## src/common/hilbertCoeffPkg.sv

```systemverilog
// Coefficient widths, tap count, centre index and the constant Hilbert coefficient table.

package hilbertCoeffPkg;

	// Each coefficient is a signed 18-bit integer scaled by 100000.
	localparam int COEFF_WIDTH = 18;

	// The filter has 27 taps.
	localparam int TAP_COUNT = 27;

	// The centre tap sets the group delay and the in-phase delay.
	localparam int CENTER_TAP = (TAP_COUNT - 1) / 2;

	typedef logic signed [COEFF_WIDTH-1:0] coeffT;

	// Antisymmetric Hilbert table. Odd taps, including the centre, are zero.
	// The first half is negative and the second half mirrors it with the sign flipped.
	localparam coeffT COEFF_TABLE [TAP_COUNT] = '{
		-18'sd775, 18'sd0,
		-18'sd1582, 18'sd0,
		-18'sd3114, 18'sd0,
		-18'sd5642, 18'sd0,
		-18'sd10043, 18'sd0,
		-18'sd19511, 18'sd0,
		-18'sd63075, 18'sd0,
		18'sd63075, 18'sd0,
		18'sd19511, 18'sd0,
		18'sd10043, 18'sd0,
		18'sd5642, 18'sd0,
		18'sd3114, 18'sd0,
		18'sd1582, 18'sd0,
		18'sd775
	};

endpackage

```

## src/hilbertFir/tapStore.sv

```systemverilog
// Tap store that shifts the coefficient stream into tap registers and tracks filter readiness.

`timescale 1ns/1ps

module tapStore import hilbertCoeffPkg::*; (
	input logic clock,
	input logic rstN,
	input coeffT coeffOut,
	input logic coeffStrobe,
	input logic coeffSetFlag,
	output coeffT taps [TAP_COUNT],
	output logic tapsReady
);

	// Coefficients enter at the top of the chain and move down by one tap
	// per strobe. After 27 strobes the first coefficient sits in tap 0.
	// The chain holds between strobes.
	always_ff @(posedge clock) begin
		if (coeffStrobe) begin
			for (int i = 0; i < TAP_COUNT - 1; i++) begin
				taps[i] <= taps[i+1];
			end
			taps[TAP_COUNT-1] <= coeffOut;
		end
	end

	// Ready rises one cycle after the loader's set flag.
	// The set flag arrives together with the last strobe, so it must win.
	// Any other strobe means a reload has begun and the taps are no longer whole.
	always_ff @(posedge clock or negedge rstN) begin
		if (!rstN) begin
			tapsReady <= 1'b0;
		end else if (coeffSetFlag) begin
			tapsReady <= 1'b1;
		end else if (coeffStrobe) begin
			tapsReady <= 1'b0;
		end
	end

endmodule

```

## config.mk

```make
export PLATFORM = sky130hd
export DESIGN_NAME = tapStore
export DESIGN_NICKNAME = d
export VERILOG_FILES = /design/src/common/hilbertCoeffPkg.sv /design/src/hilbertFir/tapStore.sv
export SDC_FILE = /design/constraint.sdc
export NUM_CORES = 1
export LEC_CHECK = 0
export BUFFER_PORTS_ARGS = -buffer_cell sky130_fd_sc_hd__buf_4
export CAP_MARGIN = 20
export CORE_AREA = 2 2 198 200
export DETAILED_ROUTE_END_ITERATION = 7
export DIE_AREA = 0 0 200 202
export PLACE_DENSITY_LB_ADDON = 0.12
export SLEW_MARGIN = 20
export SYNTH_ARGS = -nofsm -noshare
export SYNTH_HDL_FRONTEND = slang
export SYNTH_SLANG_ARGS = --single-unit
export TNS_END_PERCENT = 5
```

## constraint.sdc

```tcl
create_clock -name clock -period 0.8 [get_ports clock]
set_clock_uncertainty 0.05 [all_clocks]
set_input_delay 0.24 -clock clock [delete_from_list [all_inputs] [get_ports clock]]
set_output_delay 0.24 -clock clock [all_outputs]
set_load 0.1 [all_outputs]
```

**Word level (Yosys, flattened, before mapping)**

Index checks and enable logic that the tools add are counted.

- Bits in registers: 487
- Bits in latches: 0
- RAM bits: 0
- ROM bits: 0
- Input port bits: 22
- Output and inout bits: 487
- Logic and storage cells: 31
- Memories: 0

- $add $sub $neg: 0
- Multipliers: 0
- Div/mod/pow operators: 0
- Order comparisons: 0
- Eq/ne operators: 0
- Shifts and indexed selects: 0
- Mux-type cells: 2
- Bitwise logic cells: 0
- Reduce and logical (&&, ||, !) cells: 1

Operators by type and width:

| operator | count |
|---|---|
| $mux W1 | 2 |
| $reduce_bool A2 Y1 | 1 |

**Logic depth before layout (Yosys ltp)**

Gate-level depths: netlist of the first run.

- Depth after elaboration: 2
- Mapped depth: 2
- Gate-level depth less buffers: 2

**Worst setup path after synthesis of the first run**

OpenSTA, ideal clock, no wires.

- Path type: register to register
- Start: register taps[82] (netlist bit)
- End: register taps[100] (netlist bit) (data pin)
- Setup time: 330 ps
- Data arrival time: 915 ps
- Required time: 420 ps
- Slack: -495 ps
- Cell stages (with the launch flop): 1
- Path buffers: 0
- Clock period less this slack: 1295 ps
- Path through: edfxtp_1

RTL lines:

| item | RTL line | RTL |
|---|---|---|
| from (decl) | tapStore.sv:11 | `output coeffT taps [TAP_COUNT],` |
| from (signal, indexed assignment) | tapStore.sv:21 | `taps[i] <= taps[i+1];` |
| from (signal, indexed assignment) | tapStore.sv:23 | `taps[TAP_COUNT-1] <= coeffOut;` |

No word-level cell between the ends.

**Worst setup path after layout of the first run**

- Start: register taps[258] (netlist bit)
- End: output taps[258] (netlist bit)

No word-level cell between the ends.

==> results of run 1 <==
[path summary, 6_finish.rpt]
path / start / endpoint / slack, ps / cells past startpoint
max: taps[258] / taps[258] / -760 / 1
min: coeffStrobe / taps[254] / 50 / 2
max reg2reg: taps[289] / taps[307] / -310 / 3
min reg2reg: taps[303] / taps[321] / 420 / 0
max in group asynchronous: rstN / tapsReady / 90 / 3
min in group asynchronous: rstN / tapsReady / 510 / 3
[final cells by class]
cell class | instances | share of cell area
Timing Repair Buffer | 732 | 0.311
Tap cell | 518 | 0.0264
Inverter | 1 | 0.000153
Multi-Input combinational cell | 1 | 0.000306
Sequential cell | 487 | 0.596
Clock buffer | 57 | 0.0529
Clock inverter | 29 | 0.0129
[layer usage]
metal / up-vias / share of wire / track usage
met1: 3933 / 0.35 / 0.193
met4: 0 / 0.022 / 0.0640
met2: 387 / 0.50 / 0.304
met5: - / 0 / 0
met3: 50 / 0.12 / 0.0866
li1: 3578 / - / -
[report_power, final]
part           internal, mW  total, mW  switching (mW)
clock                  13.8       22.8            9.07
sequential             29.8       30.9            1.11
combinational          3.37       14.6            11.3
total                  47.0       68.4            21.4
[Yosys cell counts]
| master | number |
|---|---|
| sky130_fd_sc_hd__inv_1 | 1 |
| sky130_fd_sc_hd__a21o_1 | 1 |
| sky130_fd_sc_hd__edfxtp_1 | 486 |
| sky130_fd_sc_hd__dfrtp_1 | 1 |
[repair_timing]
action | in CTS | in global routing
hold buffers | 21 | 0
setup endpoints to repair | 629 | 633
pin swaps | 1 | 0
buffers inserted | 10 | 7
hold endpoints to repair | 20 | 0
gates resized for setup | 491 | 9
[state kept, by name, summed over array words and instances, names as in the netlist]
name and cells:
taps 486, tapsReady 1
[through the flow]
stage	setup slack (ps)	TNS, ps	area (um2)
2_1_floorplan	-495	-429460	14600
3_3_place_gp	-396	-227660	20700
3_5_place_dp	-376	-230110	20700
4_1_cts	-824	-359160	24400
5_1_grt	-828	-364490	24500
6_report	-764	-335560	24500
[kinds of logic (layout without fill, tap and decap cells)]
group / Yosys count / after routing / share of synthesized area
compound gates: 1 / 1 / 0.000513
buf+inv: 1 / 819 / 0.000256
flops: 487 / 487 / 0.999
==> metrics.txt, run 1 <==
# TYPE chip_impl_metric gauge
chip_impl_metric{name="power.ir.vdd_worst",unit="uV"} 1970
chip_impl_metric{name="avgSynthCellArea",unit="um2"} 29.9
chip_impl_metric{name="share_of_the_core_filled_with_cells_in_the_final_layout",unit=""} 0.640
chip_impl_metric{name="fmaxAchievable",unit="MHz"} 639
chip_impl_metric{name="mappedNetlistArea",unit="um2"} 14600
chip_impl_metric{name="worst-path-buf-inv",unit=""} 1
chip_impl_metric{name="yosysWarningCount",unit=""} 0
chip_impl_info{name="violations_in_the_final_reports",value="negative setup slack"} 1
chip_impl_metric{name="rows",unit=""} 72
chip_impl_metric{name="area.growth.synth_to_final",unit="%"} 67.5
chip_impl_metric{name="num-nets-final",unit=""} 1293
chip_impl_metric{name="number_of_vias_per_cell_after_detailed_routing",unit=""} 4.36
chip_impl_metric{name="syn-instance-count",unit=""} 489
chip_impl_metric{name="clk_path_buf_depth",unit=""} 3
chip_impl_info{name="worst_setup_path_category",value="reg2out"} 1
chip_impl_metric{name="grt_start_max_net_pins",unit=""} 42
chip_impl_info{name="slowest_stage",value="sky130_fd_sc_hd__edfxtp_1"} 1
chip_impl_metric{name="number_of_vias_in_the_routed_layout",unit=""} 7948
chip_impl_metric{name="iteration_0_drc_markers",unit=""} 415
chip_impl_metric{name="core-area",unit="um2"} 38300
chip_impl_metric{name="max_stage_delay",unit="ps"} 490
chip_impl_metric{name="grt_pass1_vias",unit=""} 8322
chip_impl_metric{name="hold_viol",unit=""} 0
chip_impl_metric{name="holdWs",unit="ps"} 51.6
chip_impl_metric{name="synth-seq-cells",unit=""} 487
chip_impl_info{name="crit_chain",value="buf_8"} 1
chip_impl_info{name="hold_path_class",value="in2reg"} 1
chip_impl_metric{name="ff_latch_area",unit="um2"} 14600
chip_impl_metric{name="portBuffers",unit=""} 508
chip_impl_metric{name="seq_area_frac_synth",unit=""} 0.999
chip_impl_metric{name="max-slew-margin-rel",unit=""} 0.755
chip_impl_metric{name="required",unit="ps"} 510
chip_impl_info{name="netlist.top_cell.by_area",value="sky130_fd_sc_hd__edfxtp_1"} 1
chip_impl_info{name="root_buffer",value="sky130_fd_sc_hd__clkbuf_16"} 1
chip_impl_metric{name="cts.sink_count",unit=""} 487
chip_impl_info{name="unrepaired_setup_endpoints_after_global_routing",value="yes"} 1
chip_impl_info{name="post_synth_main_area_contributors",value="sky130_fd_sc_hd__edfxtp_1, sky130_fd_sc_hd__dfrtp_1, sky130_fd_sc_hd__a21o_1, sky130_fd_sc_hd__inv_1"} 1
chip_impl_info{name="nature_of_the_critical_path_startpoint",value="flip-flop"} 1
chip_impl_info{name="mostFrequentLayoutCell",value="sky130_fd_sc_hd__edfxtp_1"} 1
chip_impl_metric{name="routabilityCongestion",unit=""} 0.749
chip_impl_metric{name="num_io_pins",unit=""} 509
chip_impl_metric{name="nFillCells",unit=""} 2611
chip_impl_metric{name="grt_remaining_overflow",unit=""} 0
chip_impl_metric{name="n_antenna_cell",unit=""} 0
chip_impl_metric{name="totalWireLength",unit="um"} 37000
chip_impl_info{name="run_status",value="finished with violations"} 1
chip_impl_metric{name="power.leakage",unit="nW"} 9.78
chip_impl_metric{name="top_fanout_value_on_the_critical_path",unit=""} 2
chip_impl_metric{name="wl_per_cell",unit="um"} 20.3
chip_impl_metric{name="place.detailed.hpwl",unit="um"} 26700
chip_impl_metric{name="timing.final.max_slew_violations",unit=""} 0
chip_impl_metric{name="cellPowerDensity",unit="nW/um2"} 2790
chip_impl_metric{name="max_cap_violations",unit=""} 0
chip_impl_metric{name="fraction_of_final_layout_cells_sized_beyond_drive_strength_1",unit=""} 0.600
chip_impl_metric{name="setup_viol",unit=""} 634
chip_impl_metric{name="layout_min_cycle_time",unit="ps"} 1560
chip_impl_info{name="worst_path_dominant_cell_family",value="flip-flops"} 1
chip_impl_info{name="critical_path.endpoint_type",value="output port"} 1
chip_impl_metric{name="netlist.area_leader.share",unit=""} 0.998
chip_impl_metric{name="worst_slack",unit="ps"} -764
chip_impl_metric{name="dpl.cell_count",unit=""} 1701
chip_impl_metric{name="arrival",unit="ps"} 1270
chip_impl_metric{name="synth.net_count",unit=""} 511
chip_impl_metric{name="die_area",unit="um2"} 40400
chip_impl_info{name="final_cell_mix",value="sky130_fd_sc_hd__edfxtp_1, sky130_fd_sc_hd__buf_6, sky130_fd_sc_hd__buf_4"} 1
chip_impl_metric{name="fp.dieW",unit="um"} 200
chip_impl_metric{name="tightestPinTransition",unit="ps"} 367
chip_impl_metric{name="grt_use_total",unit=""} 0.179
chip_impl_info{name="tritoncts",value="yes"} 1
chip_impl_metric{name="drc",unit=""} 0
chip_impl_metric{name="initial_utilization",unit=""} 0.382
chip_impl_metric{name="number_of_antenna_violations_at_the_first_check_in_global_routing",unit=""} 0
chip_impl_metric{name="multi_input_comb_area",unit="um2"} 7.51
chip_impl_metric{name="finalNonFillerCells",unit=""} 1825
chip_impl_metric{name="fin_crit_sh",unit=""} 1.96
chip_impl_metric{name="power",unit="mW"} 68.4
chip_impl_metric{name="cts.htree.levels",unit=""} 2
chip_impl_metric{name="num_cts_buffers",unit=""} 48
chip_impl_metric{name="synth_cell_types",unit=""} 4
chip_impl_metric{name="clk_transition_reported_paths",unit="ps"} 60
chip_impl_metric{name="grt_first_pass_wirelength",unit="um"} 52300
chip_impl_metric{name="detail_route.first_pass.iterations",unit=""} 5
chip_impl_metric{name="insertion_delay",unit="ps"} 560
chip_impl_metric{name="ant_nets",unit=""} 0
chip_impl_metric{name="chipHeight",unit="um"} 202
Power figures use the tool's default switching activity.
==> run 2, diff against run 1 <==
--- a/config.mk
+++ b/config.mk
@@ -5,6 +5,7 @@
 export SDC_FILE = /design/constraint.sdc
 export NUM_CORES = 1
 export LEC_CHECK = 0
+export ABC_AREA = 1
 export BUFFER_PORTS_ARGS = -buffer_cell sky130_fd_sc_hd__buf_4
 export CAP_MARGIN = 20
 export CORE_AREA = 2 2 198 200
==> run 2 against run 1 <==
  * Non-clock buffer count down 6
  * First-iteration DRC count down 15%
  * Synthesized cell count up 0.41%
  * The run still ends with negative setup slack left
  * Maximum frequency grew 1.3%
  * Critical endpoint is now taps[150]
  * Largest power group unchanged
  * Critical path type unchanged
==> metrics.txt, run 2 <==
# TYPE chip_impl_metric gauge
chip_impl_metric{name="holdWs",unit="ps"} 86.4
chip_impl_info{name="worst_setup_path_category",value="reg2out"} 1
chip_impl_metric{name="insertion_delay",unit="ps"} 560
chip_impl_metric{name="ant_nets",unit=""} 0
chip_impl_metric{name="grt_start_max_net_pins",unit=""} 33
chip_impl_metric{name="grt_use_total",unit=""} 0.174
chip_impl_info{name="synth.cells.most_frequent",value="sky130_fd_sc_hd__edfxtp_1, sky130_fd_sc_hd__inv_1, sky130_fd_sc_hd__nand2_1"} 1
chip_impl_info{name="worst_path_dominant_cell_family",value="flip-flops"} 1
chip_impl_metric{name="worst-path-buf-inv",unit=""} 1
chip_impl_metric{name="place.detailed.hpwl",unit="um"} 25900
chip_impl_metric{name="seq_area_frac_synth",unit=""} 0.999
chip_impl_metric{name="syn-instance-count",unit=""} 491
chip_impl_metric{name="max_stage_delay",unit="ps"} 460
chip_impl_metric{name="wl_per_cell",unit="um"} 19.8
chip_impl_metric{name="setup_viol",unit=""} 626
chip_impl_metric{name="drc",unit=""} 0
chip_impl_metric{name="power.leakage",unit="nW"} 9.74
chip_impl_metric{name="arrival",unit="ps"} 1250
chip_impl_metric{name="largest_register_ffs",unit=""} 486
chip_impl_metric{name="power",unit="mW"} 67.4
chip_impl_metric{name="detail_route.first_pass.iterations",unit=""} 4
chip_impl_metric{name="share_of_the_core_filled_with_cells_in_the_final_layout",unit=""} 0.639
chip_impl_metric{name="number_of_antenna_violations_at_the_first_check_in_global_routing",unit=""} 0
chip_impl_info{name="yosysMostFrequentCell",value="sky130_fd_sc_hd__edfxtp_1"} 1
chip_impl_metric{name="synth-seq-cells",unit=""} 487
chip_impl_info{name="crit_chain",value="buf_6"} 1
chip_impl_metric{name="routabilityCongestion",unit=""} 0.759
chip_impl_info{name="reg_top3",value="taps (486), tapsReady (1)"} 1
chip_impl_metric{name="num-nets-final",unit=""} 1290
chip_impl_metric{name="ff_latch_area",unit="um2"} 14600
chip_impl_metric{name="seqPwrFrac",unit=""} 0.459
chip_impl_info{name="nature_of_the_critical_path_startpoint",value="flip-flop"} 1
chip_impl_metric{name="rows",unit=""} 72
chip_impl_metric{name="portBuffers",unit=""} 508
chip_impl_metric{name="grt_remaining_overflow",unit=""} 0
chip_impl_metric{name="worst_hold_path.num_cells",unit=""} 2
chip_impl_metric{name="synth-simple-area-share",unit=""} 0.000513
chip_impl_metric{name="asyncSetResetFlopFracSynth",unit=""} 0.00205
chip_impl_metric{name="timing.reg2reg.setup_slack",unit="ps"} -290
chip_impl_metric{name="synth_compound_area_frac",unit=""} 0
chip_impl_info{name="mostFrequentLayoutCell",value="sky130_fd_sc_hd__buf_6"} 1
chip_impl_metric{name="total_switching_power",unit="mW"} 21.4
chip_impl_metric{name="timing.reg2reg.worst_path_depth",unit=""} 3
chip_impl_metric{name="netlist.area_leader.share",unit=""} 0.997
chip_impl_metric{name="max_cap_violations",unit=""} 0
chip_impl_metric{name="yosys.area_share.adder",unit=""} 0
chip_impl_metric{name="hold_viol",unit=""} 0
chip_impl_metric{name="power.internal",unit="mW"} 46.0
chip_impl_metric{name="multi_input_comb_area",unit="um2"} 7.51
chip_impl_info{name="synthFlopType",value="sky130_fd_sc_hd__edfxtp_1"} 1
chip_impl_metric{name="power.ir.vdd_worst",unit="uV"} 2180
chip_impl_metric{name="clk_path_buf_depth",unit=""} 3
chip_impl_info{name="violations_in_the_final_reports",value="negative setup slack"} 1
chip_impl_metric{name="fraction_of_final_layout_cells_sized_beyond_drive_strength_1",unit=""} 0.592
chip_impl_info{name="post_synth_main_area_contributors",value="sky130_fd_sc_hd__edfxtp_1, sky130_fd_sc_hd__dfrtp_1, sky130_fd_sc_hd__inv_1, sky130_fd_sc_hd__nand2_1"} 1
chip_impl_info{name="tritoncts",value="yes"} 1
chip_impl_metric{name="number_of_vias_in_the_routed_layout",unit=""} 7941
chip_impl_metric{name="cellPowerDensity",unit="nW/um2"} 2760
chip_impl_metric{name="initial_utilization",unit=""} 0.382
chip_impl_metric{name="num_io_pins",unit=""} 509
chip_impl_metric{name="setup-tns-final",unit="ps"} -337880
chip_impl_metric{name="fmaxAchievable",unit="MHz"} 648
chip_impl_metric{name="area.growth.synth_to_final",unit="%"} 67.1
chip_impl_metric{name="number_of_enable_flip_flop_cells_after_synthesis",unit=""} 486
chip_impl_metric{name="nFillCells",unit=""} 2646
chip_impl_info{name="run_status",value="finished with violations"} 1
chip_impl_metric{name="avgSynthCellArea",unit="um2"} 29.8
chip_impl_metric{name="num_cts_buffers",unit=""} 49
chip_impl_metric{name="synthXorXnorAreaFrac",unit=""} 0
chip_impl_info{name="unrepaired_setup_endpoints_after_global_routing",value="yes"} 1
chip_impl_info{name="hold_path_class",value="in2reg"} 1
chip_impl_metric{name="synth.net_count",unit=""} 513
chip_impl_metric{name="grt_pass1_vias",unit=""} 8280
chip_impl_metric{name="power.combinational.fraction",unit=""} 0.217
chip_impl_info{name="slowest_stage",value="sky130_fd_sc_hd__edfxtp_1"} 1
chip_impl_metric{name="max-slew-margin-rel",unit=""} 0.848
chip_impl_metric{name="layout_min_cycle_time",unit="ps"} 1540
chip_impl_metric{name="required",unit="ps"} 510
chip_impl_metric{name="power.switching_fraction",unit=""} 0.317
chip_impl_info{name="registers.top_by_ff_count",value="taps"} 1
chip_impl_info{name="critical_path.endpoint_type",value="output port"} 1
chip_impl_info{name="final_cell_mix",value="sky130_fd_sc_hd__buf_6, sky130_fd_sc_hd__edfxtp_1, sky130_fd_sc_hd__buf_4"} 1
chip_impl_info{name="netlist.top_cell.by_area",value="sky130_fd_sc_hd__edfxtp_1"} 1
chip_impl_metric{name="synth_cell_types",unit=""} 4
chip_impl_metric{name="core-area",unit="um2"} 38300
chip_impl_metric{name="tightestPinTransition",unit="ps"} 229
chip_impl_metric{name="n_antenna_cell",unit=""} 0
chip_impl_metric{name="timing.final.max_slew_violations",unit=""} 0
chip_impl_metric{name="fp.dieW",unit="um"} 200
chip_impl_metric{name="grt_first_pass_wirelength",unit="um"} 51100
chip_impl_metric{name="synth.mux.area_fraction",unit=""} 0
chip_impl_metric{name="worst_slack",unit="ps"} -744
chip_impl_metric{name="fin_crit_sh",unit=""} 1.93
chip_impl_metric{name="number_of_vias_per_cell_after_detailed_routing",unit=""} 4.35
chip_impl_info{name="root_buffer",value="sky130_fd_sc_hd__clkbuf_16"} 1
chip_impl_metric{name="chipHeight",unit="um"} 202
chip_impl_metric{name="totalWireLength",unit="um"} 36100
chip_impl_metric{name="wp_depth",unit=""} 1
chip_impl_metric{name="clk_transition_reported_paths",unit="ps"} 60
chip_impl_info{name="synth_top_family_by_area",value="buffers and inverters"} 1
chip_impl_metric{name="clock_power_share",unit=""} 0.324
chip_impl_metric{name="finalNonFillerCells",unit=""} 1824
chip_impl_metric{name="cts.sink_count",unit=""} 487
chip_impl_metric{name="die_area",unit="um2"} 40400
chip_impl_metric{name="cts.htree.levels",unit=""} 2
chip_impl_metric{name="dpl.cell_count",unit=""} 1691
chip_impl_metric{name="mappedNetlistArea",unit="um2"} 14600
chip_impl_metric{name="yosysWarningCount",unit=""} 0
chip_impl_metric{name="iteration_0_drc_markers",unit=""} 352
chip_impl_metric{name="top_fanout_value_on_the_critical_path",unit=""} 2
[run 2: cell types whose count changed in the layout (fill, tap and decap cells not counted), sizes merged]
cell and change:
bufinv -2, buf -6, clkinv +6, a21o -1
nand2 +2
[run 2: path summary, 6_finish.rpt]
| check | from | to |
|---|---|---|
| setup reg to reg | taps[306] | taps[324] |
| setup / recovery | taps[150] | taps[150] |
| hold / removal | coeffStrobe | taps[184] |
| min in group asynchronous | rstN | tapsReady |
| hold reg to reg | taps[307] | taps[325] |
| max in group asynchronous | rstN | tapsReady |
[run 2: power by group through the flow]
stage                     logic [mW]  clock network [mW]  registers [mW]
after floorplan              0.00433                   0            40.9
after global placement          13.6                   0            31.2
after detailed placement        13.6                   0            31.2
after CTS                       14.6                22.4            31.0
after global routing            14.9                23.4            31.1
final                           14.6                21.8            30.9
[run 2: layout make-up]
cell class              instances  area share
multi-input cells               2    0.000307
clock buffers                  57      0.0514
well taps                     518      0.0265
flip-flops and latches        487       0.598
inverters                       2    0.000307
clock inverters                32      0.0110
repair buffers                726       0.313
[run 2: through the flow]
stage / setup slack, ps / area [um2]
2_1_floorplan: -495 / 14600
6_report: -744 / 24400
3_3_place_gp: -341 / 20600
3_5_place_dp: -341 / 20600
5_1_grt: -784 / 24400
4_1_cts: -797 / 24300
[run 2: logic make-up (layout without fill, tap and decap cells)]
kind of cell | count (synthesis) | count (layout)
DFF | 487 | 487
and+or+nand+nor | 2 | 2
buffers and inverters | 2 | 817
[run 2: layer usage]
metal | track usage | part of all wire
met5 | 0 | 0
met4 | 0.0690 | 0.027
met3 | 0.0823 | 0.12
met2 | 0.289 | 0.50
met1 | 0.192 | 0.35
[run 2: repair_timing]
| action | 4_1_cts | 5_1_grt |
|---|---|---|
| gates resized for setup | 494 | 17 |
| hold buffers | 21 | 0 |
| endpoints found under the setup margin | 626 | 629 |
| setup buffers | 11 | 12 |
| endpoints found under the hold margin | 20 | 0 |
==> run 3, diff against run 2 <==
--- a/config.mk
+++ b/config.mk
@@ -16,4 +16,3 @@
 export SYNTH_ARGS = -nofsm -noshare
 export SYNTH_HDL_FRONTEND = slang
 export SYNTH_SLANG_ARGS = --single-unit
-export TNS_END_PERCENT = 5
==> constraint.sdc (replaced) <==
create_clock -name clock -period 0.8 [get_ports clock]
set_clock_uncertainty 0.05 [all_clocks]
set_input_delay 0 -clock clock [delete_from_list [all_inputs] [get_ports clock]]
set_output_delay 0 -clock clock [all_outputs]
set_load 0.1 [all_outputs]
==> run 3 against run 2 <==
  * The run ends with negative hold slack, negative setup slack left
  * Critical path type unchanged
  * Sequential cell count unchanged
  * Maximum frequency grew 13%
  * Count of clock-buffer cells in the layout is 3 lower
  * Global-route usage increased by 0.83 points
  * Largest cell class unchanged
  * Power is 0.41% higher
  * Largest power group unchanged
  * Highest routed layer unchanged
==> metrics.txt, run 3 (synthesis gave the netlist of run 2 again) <==
# TYPE chip_impl_metric gauge
chip_impl_metric{name="wl_per_cell",unit="um"} 21.0
chip_impl_metric{name="num-nets-final",unit=""} 1324
chip_impl_metric{name="fin_crit_sh",unit=""} 1.71
chip_impl_metric{name="top_fanout_value_on_the_critical_path",unit=""} 2
chip_impl_info{name="unrepaired_setup_endpoints_after_global_routing",value="yes"} 1
chip_impl_info{name="violations_in_the_final_reports",value="negative hold slack, negative setup slack"} 1
chip_impl_metric{name="detail_route.wirelength.met1",unit="um"} 13300
chip_impl_metric{name="worst_slack",unit="ps"} -568
chip_impl_metric{name="max_stage_delay",unit="ps"} 520
chip_impl_metric{name="fp.dieW",unit="um"} 200
chip_impl_metric{name="grt_start_max_net_pins",unit=""} 31
chip_impl_metric{name="num_cts_buffers",unit=""} 49
chip_impl_metric{name="setup-tns-final",unit="ps"} -232540
chip_impl_metric{name="wl_met2",unit="um"} 19800
chip_impl_info{name="critical_path.endpoint_type",value="output port"} 1
chip_impl_metric{name="drc",unit=""} 0
chip_impl_metric{name="totalWireLength",unit="um"} 39000
chip_impl_metric{name="fmaxAchievable",unit="MHz"} 731
chip_impl_metric{name="clk_path_buf_depth",unit=""} 3
chip_impl_metric{name="worst_hold_path.num_cells",unit=""} 2
chip_impl_info{name="hold_path_class",value="in2reg"} 1
chip_impl_metric{name="area.growth.synth_to_final",unit="%"} 70.6
chip_impl_metric{name="place.detailed.hpwl",unit="um"} 26600
chip_impl_metric{name="setup_viol",unit=""} 651
chip_impl_metric{name="n_antenna_cell",unit=""} 0
chip_impl_metric{name="largest_register_ffs",unit=""} 486
chip_impl_metric{name="clk_transition_reported_paths",unit="ps"} 60
chip_impl_info{name="nature_of_the_critical_path_startpoint",value="flip-flop"} 1
chip_impl_metric{name="post_dp_cell_area",unit="um2"} 19600
chip_impl_metric{name="arrival",unit="ps"} 1320
chip_impl_metric{name="number_of_antenna_violations_at_the_first_check_in_global_routing",unit=""} 0
chip_impl_metric{name="number_of_vias_per_cell_after_detailed_routing",unit=""} 4.44
chip_impl_metric{name="share_of_the_core_filled_with_cells_in_the_final_layout",unit=""} 0.652
chip_impl_info{name="crit_chain",value="buf_12"} 1
chip_impl_metric{name="initial_utilization",unit=""} 0.382
chip_impl_metric{name="wp_depth",unit=""} 1
chip_impl_metric{name="portBuffers",unit=""} 508
chip_impl_info{name="registers.top_by_ff_count",value="taps"} 1
chip_impl_metric{name="grt_remaining_overflow",unit=""} 0
chip_impl_info{name="run_status",value="finished with violations"} 1
chip_impl_info{name="mostFrequentLayoutCell",value="sky130_fd_sc_hd__edfxtp_1"} 1
chip_impl_metric{name="hold_viol",unit=""} 62
chip_impl_metric{name="insertion_delay",unit="ps"} 560
chip_impl_metric{name="routabilityCongestion",unit=""} 0.757
chip_impl_metric{name="layout_min_cycle_time",unit="ps"} 1370
chip_impl_info{name="final_cell_mix",value="sky130_fd_sc_hd__edfxtp_1, sky130_fd_sc_hd__buf_6, sky130_fd_sc_hd__buf_4"} 1
chip_impl_metric{name="max_cap_violations",unit=""} 0
chip_impl_metric{name="cts.sink_count",unit=""} 487
chip_impl_metric{name="finalNonFillerCells",unit=""} 1856
chip_impl_metric{name="fraction_of_final_layout_cells_sized_beyond_drive_strength_1",unit=""} 0.602
chip_impl_metric{name="iteration_0_drc_markers",unit=""} 332
chip_impl_metric{name="final_cell_area",unit="um2"} 25000
chip_impl_metric{name="rows",unit=""} 72
chip_impl_metric{name="max-slew-margin-rel",unit=""} 0.746
chip_impl_metric{name="required",unit="ps"} 750
chip_impl_metric{name="grt_pass1_vias",unit=""} 8451
chip_impl_metric{name="routed-wl-met3",unit="um"} 4880
chip_impl_info{name="worst_path_dominant_cell_family",value="flip-flops"} 1
chip_impl_metric{name="grt_first_pass_wirelength",unit="um"} 53200
chip_impl_metric{name="cellPowerDensity",unit="nW/um2"} 2710
chip_impl_metric{name="worst-path-buf-inv",unit=""} 1
chip_impl_metric{name="holdWs",unit="ps"} -143
chip_impl_info{name="root_buffer",value="sky130_fd_sc_hd__clkbuf_16"} 1
chip_impl_metric{name="num_io_pins",unit=""} 509
chip_impl_metric{name="number_of_vias_in_the_routed_layout",unit=""} 8249
chip_impl_metric{name="tightestPinTransition",unit="ps"} 381
chip_impl_metric{name="core-area",unit="um2"} 38300
chip_impl_metric{name="timing.final.max_slew_violations",unit=""} 0
chip_impl_metric{name="ant_nets",unit=""} 0
chip_impl_metric{name="power.leakage",unit="nW"} 9.99
chip_impl_info{name="tritoncts",value="yes"} 1
chip_impl_metric{name="grt_use_total",unit=""} 0.182
chip_impl_metric{name="cts.htree.levels",unit=""} 2
chip_impl_info{name="slowest_stage",value="sky130_fd_sc_hd__edfxtp_1"} 1
chip_impl_info{name="worst_setup_path_category",value="reg2out"} 1
chip_impl_metric{name="detail_route.first_pass.iterations",unit=""} 4
chip_impl_metric{name="chipHeight",unit="um"} 202
chip_impl_metric{name="timing.reg2reg.worst_path_depth",unit=""} 2
chip_impl_metric{name="power.ir.vdd_worst",unit="uV"} 1840
chip_impl_metric{name="die_area",unit="um2"} 40400
chip_impl_metric{name="dpl.cell_count",unit=""} 1562
chip_impl_info{name="reg_top3",value="taps (486), tapsReady (1)"} 1
chip_impl_info{name="top_metal_layer_carrying_routed_signals",value="met4"} 1
## run 3: cell count changes in the layout (fill, tap and decap cells not counted), moves of 2 or more
cell                            before  now
sky130_fd_sc_hd__buf_4             188  232
sky130_fd_sc_hd__buf_6             488  388
sky130_fd_sc_hd__clkinv_4            0    2
sky130_fd_sc_hd__buf_8              11   97
sky130_fd_sc_hd__clkinv_2           14   12
sky130_fd_sc_hd__dlygate4sd3_1      21   25
sky130_fd_sc_hd__clkbuf_1            8    5
## run 3: timing repair
action / 4_1_cts / 5_1_grt
setup buffers: 114 / 68
hold buffers: 23 / 2
endpoints found under the hold margin: 295 / 82
setup endpoints to repair: 489 / 627
gates resized for setup: 571 / 18
## run 3: cell type report
class                      instances  area [um2]
timing repair buffer             760        8180
clock inverter                    33         263
multi-input combinational          2        7.51
inverter                           2        7.51
sequential                       487       14600
tap                              518         648
clock buffer                      54        1240
fill                            2595       13300
## run 3: report_power, final
group | internal (mW) | switching [mW] | total [mW] | leakage, nW
Clock | 12.5 | 9.18 | 21.6 | 0.746
Combinational | 3.65 | 11.4 | 15.0 | 4.47
Sequential | 29.8 | 1.13 | 31.0 | 4.77
## run 3: through the flow
stage | power [mW] | hold slack [ps] | setup slack [ps]
2_1_floorplan | 40.9 | -346 | -495
3_3_place_gp | 44.3 | -273 | -129
3_5_place_dp | 44.3 | -272 | -118
4_1_cts | 67.8 | -206 | -636
5_1_grt | 69.5 | -152 | -615
6_report | 67.6 | -143 | -568
## run 3: worst paths after layout
check / startpoint / end / slack, ps
max: taps[247] / taps[247] / -570
min: coeffStrobe / taps[239] / -140
max reg2reg: taps[283] / taps[301] / -260
min reg2reg: taps[251] / taps[269] / 410
max in group asynchronous: rstN / tapsReady / 310
min in group asynchronous: rstN / tapsReady / 260
## run 3: metal layers
layer | GRT usage | vias up
li1 | - | 3636
met1 | 0.196 | 4138
met2 | 0.308 | 410
met3 | 0.0859 | 65
met4 | 0.0746 | 0
met5 | 0 | -
